===== config.mk =====
export PLATFORM = sky130hd
export DESIGN_NAME = core_trace_top
export DESIGN_NICKNAME = d
export VERILOG_FILES = /design/src/rv_isa_pkg.sv /design/src/trace_pkg.sv /design/src/trace_if.sv /design/src/commit_capture.sv /design/src/ins_classifier.sv /design/src/trace_fifo.sv /design/src/core_trace_top.sv
export SDC_FILE = /design/constraint.sdc
export NUM_CORES = 1
export LEC_CHECK = 0
export BUFFER_PORTS_ARGS = -buffer_cell sky130_fd_sc_hd__buf_2
export CORE_MARGIN = 10
export CORE_UTILIZATION = 30
export CTS_CLUSTER_DIAMETER = 50
export DETAILED_ROUTE_END_ITERATION = 8
export SETUP_SLACK_MARGIN = 0.1
export SLEW_MARGIN = 0
export SYNTH_ARGS = -nofsm -noshare
export SYNTH_HDL_FRONTEND = slang
export SYNTH_SLANG_ARGS = --single-unit

===== constraint.sdc =====
create_clock -name clk_i -period 3.95 [get_ports clk_i]
set_input_delay 0.5925 -clock clk_i [delete_from_list [all_inputs] [get_ports clk_i]]
set_output_delay 0.5925 -clock clk_i [all_outputs]
set_load 0.01 [all_outputs]

===== src/rv_isa_pkg.sv =====
// --------------------
// rv32i instruction field positions, register numbers
// and the major opcode enum
// --------------------
package rv_isa_pkg;

    localparam int RV_INS_W = 32;

    // field positions in a 32-bit instruction
    localparam int RV_OPC_MSB    = 6;
    localparam int RV_OPC_LSB    = 0;
    localparam int RV_RD_MSB     = 11;
    localparam int RV_RD_LSB     = 7;
    localparam int RV_FUNCT3_MSB = 14;
    localparam int RV_FUNCT3_LSB = 12;
    localparam int RV_RS1_MSB    = 19;
    localparam int RV_RS1_LSB    = 15;
    localparam int RV_IMM12_MSB  = 31;
    localparam int RV_IMM12_LSB  = 20;

    // low two bits of a full-width (non-compressed) instruction
    localparam logic [1:0] RV_QUAD_32 = 2'b11;

    // abi register numbers
    localparam logic [4:0] RV_REG_RA = 5'd1;
    localparam logic [4:0] RV_REG_SP = 5'd2;

    localparam logic [2:0] RV_FUNCT3_ADD  = 3'd0;
    localparam logic [2:0] RV_FUNCT3_PRIV = 3'd0;

    // imm12 of the trap return instructions
    localparam logic [11:0] RV_FUNCT12_URET = 12'h002;
    localparam logic [11:0] RV_FUNCT12_SRET = 12'h102;
    localparam logic [11:0] RV_FUNCT12_MRET = 12'h302;

    typedef enum logic [6:0] {
        OPC_LUI     = 7'b0110111,
        OPC_AUIPC   = 7'b0010111,
        OPC_JAL     = 7'b1101111,
        OPC_JALR    = 7'b1100111,
        OPC_BRANCH  = 7'b1100011,
        OPC_LOAD    = 7'b0000011,
        OPC_STORE   = 7'b0100011,
        OPC_OPIMM   = 7'b0010011,
        OPC_OP      = 7'b0110011,
        OPC_MISCMEM = 7'b0001111,
        OPC_SYSTEM  = 7'b1110011
    } rv_opcode_e;

endpackage


===== src/trace_pkg.sv =====
// --------------------
// trace record kinds and default record widths
// --------------------
package trace_pkg;

    // address and cause width
    localparam int XLEN_DEFAULT = 32;

    // width of the stack and trap depth counters
    localparam int DEPTH_W_DEFAULT = 16;

    // one kind per trace record
    typedef enum logic [3:0] {
        KIND_TRAP        = 4'd0,
        KIND_CALL        = 4'd1,
        KIND_RETURN      = 4'd2,
        KIND_JUMP        = 4'd3,
        KIND_BRANCH      = 4'd4,
        KIND_LOAD        = 4'd5,
        KIND_STORE       = 4'd6,
        KIND_ALU         = 4'd7,
        KIND_UPPER       = 4'd8,
        KIND_FENCE       = 4'd9,
        KIND_SYSTEM      = 4'd10,
        // mret, sret, uret
        KIND_TRAP_RETURN = 4'd11,
        KIND_OTHER       = 4'd12
    } trace_kind_e;

endpackage


===== src/trace_if.sv =====
// --------------------
// commit event stream and trace record stream
// --------------------
`timescale 1ns/1ps

interface commit_if
    import rv_isa_pkg::*, trace_pkg::*;
#(
    parameter int XLEN = XLEN_DEFAULT
) ();
    logic                valid;
    logic                ready;
    logic                trap;
    logic [XLEN-1:0]     addr;
    logic [RV_INS_W-1:0] ins;
    logic [XLEN-1:0]     cause;

    modport src (output valid, trap, addr, ins, cause, input ready);
    modport dst (input valid, trap, addr, ins, cause, output ready);
endinterface

interface record_if
    import trace_pkg::*;
#(
    parameter int XLEN    = XLEN_DEFAULT,
    parameter int DEPTH_W = DEPTH_W_DEFAULT
) ();
    logic                      valid;
    logic                      ready;
    trace_kind_e               kind;
    logic [XLEN-1:0]           addr;
    // instruction word or trap cause
    logic [XLEN-1:0]           info;
    logic signed [DEPTH_W-1:0] stack_depth;
    logic [DEPTH_W-1:0]        trap_depth;

    modport src (output valid, kind, addr, info, stack_depth, trap_depth, input ready);
    modport dst (input valid, kind, addr, info, stack_depth, trap_depth, output ready);
endinterface


===== src/commit_capture.sv =====
// --------------------
// one-entry input register for commit and trap events
// --------------------
`timescale 1ns/1ps

module commit_capture
    import rv_isa_pkg::*;
    import trace_pkg::*;
#(
    parameter int XLEN = XLEN_DEFAULT
) (
    input  logic                clk_i,
    input  logic                resetb_i,
    input  logic                commit_valid_i,
    output logic                commit_ready_o,
    input  logic                commit_trap_i,
    input  logic [XLEN-1:0]     commit_addr_i,
    input  logic [RV_INS_W-1:0] commit_ins_i,
    input  logic [XLEN-1:0]     commit_cause_i,
    commit_if.src               evt
);
    logic                valid_q;
    logic                trap_q;
    logic [XLEN-1:0]     addr_q;
    logic [RV_INS_W-1:0] ins_q;
    logic [XLEN-1:0]     cause_q;
    logic                accept;

    // free slot, or the held event leaves this cycle
    assign commit_ready_o = !valid_q || evt.ready;
    assign accept         = commit_valid_i && commit_ready_o;

    always_ff @(posedge clk_i or negedge resetb_i) begin
        if (!resetb_i) begin
            valid_q <= 1'b0;
        end else if (accept) begin
            valid_q <= 1'b1;
        end else if (evt.ready) begin
            valid_q <= 1'b0;
        end
    end

    always_ff @(posedge clk_i) begin
        if (accept) begin
            trap_q  <= commit_trap_i;
            addr_q  <= commit_addr_i;
            ins_q   <= commit_ins_i;
            cause_q <= commit_cause_i;
        end
    end

    assign evt.valid = valid_q;
    assign evt.trap  = trap_q;
    assign evt.addr  = addr_q;
    assign evt.ins   = ins_q;
    assign evt.cause = cause_q;

endmodule


===== src/ins_classifier.sv =====
// --------------------
// event classification, stack and trap depth counters,
// one register stage towards the record queue
// --------------------
`timescale 1ns/1ps

module ins_classifier
    import rv_isa_pkg::*;
    import trace_pkg::*;
#(
    parameter int XLEN    = XLEN_DEFAULT,
    parameter int DEPTH_W = DEPTH_W_DEFAULT
) (
    input  logic  clk_i,
    input  logic  resetb_i,
    commit_if.dst evt,
    record_if.src rec
);
    // decoded fields
    rv_opcode_e                opcode;
    logic [4:0]                rd;
    logic [4:0]                rs1;
    logic [2:0]                funct3;
    logic [11:0]               imm12;
    logic signed [DEPTH_W-1:0] imm_ext;
    logic                      is_rv32;
    logic                      is_return;
    logic                      is_xret;
    logic                      is_sp_addi;

    // next record and counters
    trace_kind_e               kind_d;
    logic [XLEN-1:0]           info_d;
    logic signed [DEPTH_W-1:0] stack_d;
    logic [DEPTH_W-1:0]        trap_d;

    logic                      rec_valid_q;
    trace_kind_e               kind_q;
    logic [XLEN-1:0]           addr_q;
    logic [XLEN-1:0]           info_q;
    logic signed [DEPTH_W-1:0] stack_q;
    logic [DEPTH_W-1:0]        trap_q;
    logic                      accept;

    // --------------------
    // decode
    // --------------------
    assign opcode  = rv_opcode_e'(evt.ins[RV_OPC_MSB:RV_OPC_LSB]);
    assign rd      = evt.ins[RV_RD_MSB:RV_RD_LSB];
    assign rs1     = evt.ins[RV_RS1_MSB:RV_RS1_LSB];
    assign funct3  = evt.ins[RV_FUNCT3_MSB:RV_FUNCT3_LSB];
    assign imm12   = evt.ins[RV_IMM12_MSB:RV_IMM12_LSB];
    assign imm_ext = DEPTH_W'($signed(imm12));
    assign is_rv32 = evt.ins[1:0] == RV_QUAD_32;

    // jalr x?, 0(x1)
    assign is_return = rs1 == RV_REG_RA && imm12 == '0;
    assign is_xret   = funct3 == RV_FUNCT3_PRIV &&
                       (imm12 == RV_FUNCT12_URET || imm12 == RV_FUNCT12_SRET ||
                        imm12 == RV_FUNCT12_MRET);
    // addi sp, sp, imm
    assign is_sp_addi = opcode == OPC_OPIMM && funct3 == RV_FUNCT3_ADD &&
                        rd == RV_REG_SP && rs1 == RV_REG_SP;

    always_comb begin
        kind_d  = KIND_OTHER;
        info_d  = XLEN'(evt.ins);
        stack_d = stack_q;
        trap_d  = trap_q;
        if (evt.trap) begin
            kind_d = KIND_TRAP;
            info_d = evt.cause;
            trap_d = trap_q + DEPTH_W'(1);
        end else if (is_rv32) begin
            case (opcode)
                OPC_JAL:     kind_d = (rd == RV_REG_RA) ? KIND_CALL : KIND_JUMP;
                OPC_JALR:    kind_d = is_return ? KIND_RETURN : KIND_JUMP;
                OPC_BRANCH:  kind_d = KIND_BRANCH;
                OPC_LOAD:    kind_d = KIND_LOAD;
                OPC_STORE:   kind_d = KIND_STORE;
                OPC_OPIMM,
                OPC_OP:      kind_d = KIND_ALU;
                OPC_LUI,
                OPC_AUIPC:   kind_d = KIND_UPPER;
                OPC_MISCMEM: kind_d = KIND_FENCE;
                OPC_SYSTEM: begin
                    if (is_xret) begin
                        kind_d = KIND_TRAP_RETURN;
                        // no underflow past zero
                        if (trap_q != '0) begin
                            trap_d = trap_q - DEPTH_W'(1);
                        end
                    end else begin
                        kind_d = KIND_SYSTEM;
                    end
                end
                default:     kind_d = KIND_OTHER;
            endcase
            if (is_sp_addi) begin
                stack_d = stack_q + imm_ext;
            end
        end
    end

    // --------------------
    // record stage
    // --------------------
    assign evt.ready = !rec_valid_q || rec.ready;
    assign accept    = evt.valid && evt.ready;

    always_ff @(posedge clk_i or negedge resetb_i) begin
        if (!resetb_i) begin
            rec_valid_q <= 1'b0;
            stack_q     <= '0;
            trap_q      <= '0;
        end else if (accept) begin
            rec_valid_q <= 1'b1;
            stack_q     <= stack_d;
            trap_q      <= trap_d;
        end else if (rec.ready) begin
            rec_valid_q <= 1'b0;
        end
    end

    always_ff @(posedge clk_i) begin
        if (accept) begin
            kind_q <= kind_d;
            addr_q <= evt.addr;
            info_q <= info_d;
        end
    end

    // counters only move on accept, so they hold the record's depths
    assign rec.valid       = rec_valid_q;
    assign rec.kind        = kind_q;
    assign rec.addr        = addr_q;
    assign rec.info        = info_q;
    assign rec.stack_depth = stack_q;
    assign rec.trap_depth  = trap_q;

endmodule


===== src/trace_fifo.sv =====
// --------------------
// trace record queue, FIFO_DEPTH entries
// --------------------
`timescale 1ns/1ps

module trace_fifo
    import trace_pkg::*;
#(
    parameter int XLEN       = XLEN_DEFAULT,
    parameter int DEPTH_W    = DEPTH_W_DEFAULT,
    parameter int FIFO_DEPTH = 4
) (
    input  logic                      clk_i,
    input  logic                      resetb_i,
    record_if.dst                     rec,
    output logic                      rec_valid_o,
    input  logic                      rec_ready_i,
    output trace_kind_e               rec_kind_o,
    output logic [XLEN-1:0]           rec_addr_o,
    output logic [XLEN-1:0]           rec_info_o,
    output logic signed [DEPTH_W-1:0] rec_stack_depth_o,
    output logic [DEPTH_W-1:0]        rec_trap_depth_o
);
    localparam int PTR_W = $clog2(FIFO_DEPTH);
    localparam int CNT_W = PTR_W + 1;

    trace_kind_e               kind_mem  [FIFO_DEPTH];
    logic [XLEN-1:0]           addr_mem  [FIFO_DEPTH];
    logic [XLEN-1:0]           info_mem  [FIFO_DEPTH];
    logic signed [DEPTH_W-1:0] stack_mem [FIFO_DEPTH];
    logic [DEPTH_W-1:0]        trap_mem  [FIFO_DEPTH];

    logic [PTR_W-1:0] wr_ptr_q;
    logic [PTR_W-1:0] rd_ptr_q;
    logic [CNT_W-1:0] count_q;
    logic             wr_en;
    logic             rd_en;

    assign rec.ready   = count_q != CNT_W'(FIFO_DEPTH);
    assign rec_valid_o = count_q != '0;
    assign wr_en       = rec.valid && rec.ready;
    assign rd_en       = rec_valid_o && rec_ready_i;

    // pointers wrap on their own, depth is a power of two
    always_ff @(posedge clk_i or negedge resetb_i) begin
        if (!resetb_i) begin
            wr_ptr_q <= '0;
            rd_ptr_q <= '0;
            count_q  <= '0;
        end else begin
            if (wr_en) begin
                wr_ptr_q <= wr_ptr_q + PTR_W'(1);
            end
            if (rd_en) begin
                rd_ptr_q <= rd_ptr_q + PTR_W'(1);
            end
            case ({wr_en, rd_en})
                2'b10:   count_q <= count_q + CNT_W'(1);
                2'b01:   count_q <= count_q - CNT_W'(1);
                default: count_q <= count_q;
            endcase
        end
    end

    always_ff @(posedge clk_i) begin
        if (wr_en) begin
            kind_mem[wr_ptr_q]  <= rec.kind;
            addr_mem[wr_ptr_q]  <= rec.addr;
            info_mem[wr_ptr_q]  <= rec.info;
            stack_mem[wr_ptr_q] <= rec.stack_depth;
            trap_mem[wr_ptr_q]  <= rec.trap_depth;
        end
    end

    // oldest entry
    assign rec_kind_o        = kind_mem[rd_ptr_q];
    assign rec_addr_o        = addr_mem[rd_ptr_q];
    assign rec_info_o        = info_mem[rd_ptr_q];
    assign rec_stack_depth_o = stack_mem[rd_ptr_q];
    assign rec_trap_depth_o  = trap_mem[rd_ptr_q];

endmodule


===== src/core_trace_top.sv =====
// --------------------
// commit trace unit top level
// capture, classifier and record queue
// --------------------
`timescale 1ns/1ps

module core_trace_top
    import rv_isa_pkg::*;
    import trace_pkg::*;
#(
    parameter int XLEN       = XLEN_DEFAULT,
    parameter int DEPTH_W    = DEPTH_W_DEFAULT,
    parameter int FIFO_DEPTH = 4
) (
    input  logic                      clk_i,
    input  logic                      resetb_i,
    // commit side
    input  logic                      commit_valid_i,
    output logic                      commit_ready_o,
    input  logic                      commit_trap_i,
    input  logic [XLEN-1:0]           commit_addr_i,
    input  logic [RV_INS_W-1:0]       commit_ins_i,
    input  logic [XLEN-1:0]           commit_cause_i,
    // record side
    output logic                      rec_valid_o,
    input  logic                      rec_ready_i,
    output trace_kind_e               rec_kind_o,
    output logic [XLEN-1:0]           rec_addr_o,
    output logic [XLEN-1:0]           rec_info_o,
    output logic signed [DEPTH_W-1:0] rec_stack_depth_o,
    output logic [DEPTH_W-1:0]        rec_trap_depth_o
);
    commit_if #(.XLEN(XLEN)) commit_link ();
    record_if #(.XLEN(XLEN), .DEPTH_W(DEPTH_W)) record_link ();

    commit_capture #(.XLEN(XLEN)) i_capture (
        .clk_i          (clk_i),
        .resetb_i       (resetb_i),
        .commit_valid_i (commit_valid_i),
        .commit_ready_o (commit_ready_o),
        .commit_trap_i  (commit_trap_i),
        .commit_addr_i  (commit_addr_i),
        .commit_ins_i   (commit_ins_i),
        .commit_cause_i (commit_cause_i),
        .evt            (commit_link.src)
    );

    ins_classifier #(.XLEN(XLEN), .DEPTH_W(DEPTH_W)) i_classifier (
        .clk_i    (clk_i),
        .resetb_i (resetb_i),
        .evt      (commit_link.dst),
        .rec      (record_link.src)
    );

    trace_fifo #(.XLEN(XLEN), .DEPTH_W(DEPTH_W), .FIFO_DEPTH(FIFO_DEPTH)) i_fifo (
        .clk_i             (clk_i),
        .resetb_i          (resetb_i),
        .rec               (record_link.dst),
        .rec_valid_o       (rec_valid_o),
        .rec_ready_i       (rec_ready_i),
        .rec_kind_o        (rec_kind_o),
        .rec_addr_o        (rec_addr_o),
        .rec_info_o        (rec_info_o),
        .rec_stack_depth_o (rec_stack_depth_o),
        .rec_trap_depth_o  (rec_trap_depth_o)
    );

endmodule


==> impl_metrics.yaml <==
outcome:
  status: "finished clean"
die:
  die_x_um: 297
  ioPinCount: 203
  start_util_pct: 30.2
  die_area_sq_mm: 0.0880
  placeableCoreArea_sq_mm: 0.0759
  die_h_um: 297
  num_rows: 101
route:
  drt_pass1_iterations: 7
  via_per_inst: 4.61
  dr.first_iter.drc_count: 771
  ant_nets: 0
  via_count: 11321
  drc: 0
  drt-wirelength-per-cell_um: 22.0
  totalWireLength_um: 54100
timing:
  tightest_slew_ps: 1060
  fin_hold_ws_ps: 157
  setup_violations: 0
  setup_ws_ps: 731
  slew_headroom_pct: 29.1
  skew_ps: 18.4
  fin_crit_sh_pct: 81.5
  finalCriticalPeriod_ps: 3220
  tns_ps: 0
  hold_viol: 0
  rsz0062_at_grt: "false"
  slew_violations: 0
  timing.fmax_mhz: 311
clocking:
  clk_pin_slew_ps: 60
  cts_tree: "done"
  cts_setup_buffers: 0
  cts_root_buf: "clkbuf_16"
  clkLatencyLatePin_ps: 610
  cts.path.max_buffers: 3
  cts.repair.resized: 0
  cts.sinks: 606
  cts_htree_levels: 3
  hold_buffers: 0
  cts_made_buffers: 75
cells_and_area:
  antennaDiodeCount: 0
  fillers: 6945
  syn2layout_area_growth_pct: 21.4
  finalNetCount: 1503
  drive_gt1_share_pct: 34.7
global_routing:
  grt_pass1_wl_um: 80200
  grt_max_degree: 50
  grt_antenna_before_repair: 4
  grt_util_all_layers_pct: 12.2
  grt_pass1_vias: 12085
  globalRouteOverflowTotal: 0
critical_path:
  start_kind: "flip-flop"
  worst-path-max-fanout: 24
  worstPathRequired_ps: 3360
  arrival_ps: 2630
  crit_type: "flip-flop to output pin"
  cp-end-kind: "output pin"
yosys:
  synth_edf_count: 565
  synth.distinct_cells: 54
  ys_ff_latch: 606
  synth_ff_type: "edfxtp_1"
  avgSynthCellArea_sq_um: 21.1
  yosysSeqAreaShare_pct: 78.3
  ys_warn_count: 0
  synthCells: 1090
  async_flop_share_pct: 6.77
  netlist_area_sq_mm: 0.0230
  syn_nets: 1228
min_path:
  hold_class: "input port to flip-flop"
run:
  cap_violations: 0
power:
  leakagePower_nw: 9.74
  vdd_drop_max_mv: 0.324
  p_per_area_mw_per_mm2: 788
placed_design:
  port_buffers: 202
  gp_congestion: 0.830
  pre_cts_ws_ps: 1070
  dp_hpwl_um: 35100
[through the flow]
stage	area [sq um]	total power, mW	cells	utilization (%)
after floorplan	23000	13.2	1090	-
after global placement	25500	15.7	2318	33.6
after detailed placement	25500	15.8	2318	33.6
after CTS	27900	22.4	2455	36.7
after global routing	27900	23.2	2455	36.7
final	27900	22.0	2455	36.7
[power by group]
part           internal (mW)  switching, mW
Combinational           2.45           3.23
Sequential              8.98          0.777
Clock                   3.80           2.73
[critical path, cell delays in order, from the launching register on]
cell	delay (ps)
dfrtp_4	800
buf_4	430
mux4_2	610
buf_2	170
[area by class of cell]
type	instances	area (sq um)	area share (%)
Clock buffer	85	1940	6.94
Clock inverter	52	457	1.64
Inverter	19	73.8	0.265
Multi-Input combinational cell	434	4790	17.2
Sequential cell	606	18000	64.5
Tap cell	1030	1290	4.62
Timing Repair Buffer	229	1350	4.84
[layout by cell type, fill, tap and decap left out, types with 4 or more instances in the layout]
cell type / n
edfxtp_1: 565
buf_2: 202
mux4_2: 100
clkbuf_16: 76
nand2_1: 39
dfrtp_1: 39
mux2_2: 34
ha_1: 34
a21oi_1: 28
nor2_1: 23
xor2_1: 21
inv_1: 18
o21ai_0: 17
buf_4: 16
xnor2_1: 13
o21ai_1: 13
inv_6: 13
clkinv_1: 11
buf_12: 11
a21o_1: 9
mux2_1: 9
clkinv_2: 9
clkbuf_1: 9
clkinvlp_4: 7
nand2b_1: 6
o21a_1: 6
nor4_1: 6
nor3_1: 6
nand3_1: 6
a211oi_1: 6
and2_4: 5
inv_8: 5
a31oi_1: 4
or4_1: 4
or3_1: 4
o31ai_1: 4
[final timing paths]
check,start,endpoint,slack (ps),cells past startpoint
worst max-delay path,i_fifo.rd_ptr_q[0],rec_info_o[3],730,3
worst min-delay path,commit_ins_i[11],i_capture.evt.ins[11],160,1
worst max register to register,i_capture.evt.ins[4],i_classifier.rec.stack_depth[0],1090,4
worst min register to register,i_capture.evt.addr[20],i_classifier.rec.addr[20],420,0
max in group asynchronous,resetb_i,i_fifo.rd_ptr_q[1],2980,1
min in group asynchronous,resetb_i,i_classifier.rec.trap_depth[2],190,1
[synthesized netlist by cell type (13+ instances only)]
| master | number | area share, % |
|---|---|---|
| nor2_1 | 23 | 0.38 |
| xor2_1 | 21 | 0.80 |
| ha_1 | 34 | 1.9 |
| dfrtp_1 | 41 | 4.5 |
| o21ai_1 | 13 | 0.28 |
| edfxtp_1 | 565 | 74 |
| nand2_1 | 39 | 0.64 |
| a21oi_1 | 28 | 0.61 |
| mux2_2 | 34 | 1.7 |
| buf_1 | 17 | 0.28 |
| xnor2_1 | 13 | 0.50 |
| inv_1 | 19 | 0.31 |
| o21ai_0 | 17 | 0.37 |
| mux4_2 | 100 | 9.8 |
[per-layer routing]
metal	GRT usage [%]	vias up	share of wire [%]
met2	19.7	299	49
li1	-	5022	-
met5	0	-	0
met3	2.89	84	5.5
met1	15.4	5916	42
met4	5.22	0	3.2
[cells by family after synthesis]
kind of cell,count (synthesis),synth area share (%)
AND/OR/NAND/NOR,113,2.47
flip-flops,606,78.3
adder cells (fa/ha/maj),37,2.11
AO/OA/AOI/OAI,104,2.84
XOR/XNOR,34,1.30
buffers and inverters,50,0.899
multiplexers,146,12.1
[registers in the layout (all words and copies together), names as in the netlist, 2 cells and up]
name and cells:
i_classifier.rec.stack_depth 16, i_capture.evt.addr 32, i_capture.evt.ins 32, i_capture.evt.cause 32, i_fifo.count_q 3, i_classifier.rec.kind 4
i_classifier.rec.info 32, i_fifo.rd_ptr_q 2, i_classifier.rec.addr 32, i_fifo.info_mem 128, i_fifo.kind_mem 16, i_fifo.wr_ptr_q 2
i_fifo.trap_mem 64, i_classifier.rec.trap_depth 16, i_fifo.addr_mem 128, i_fifo.stack_mem 64
Note: power is estimated with default switching activity, not from simulation.
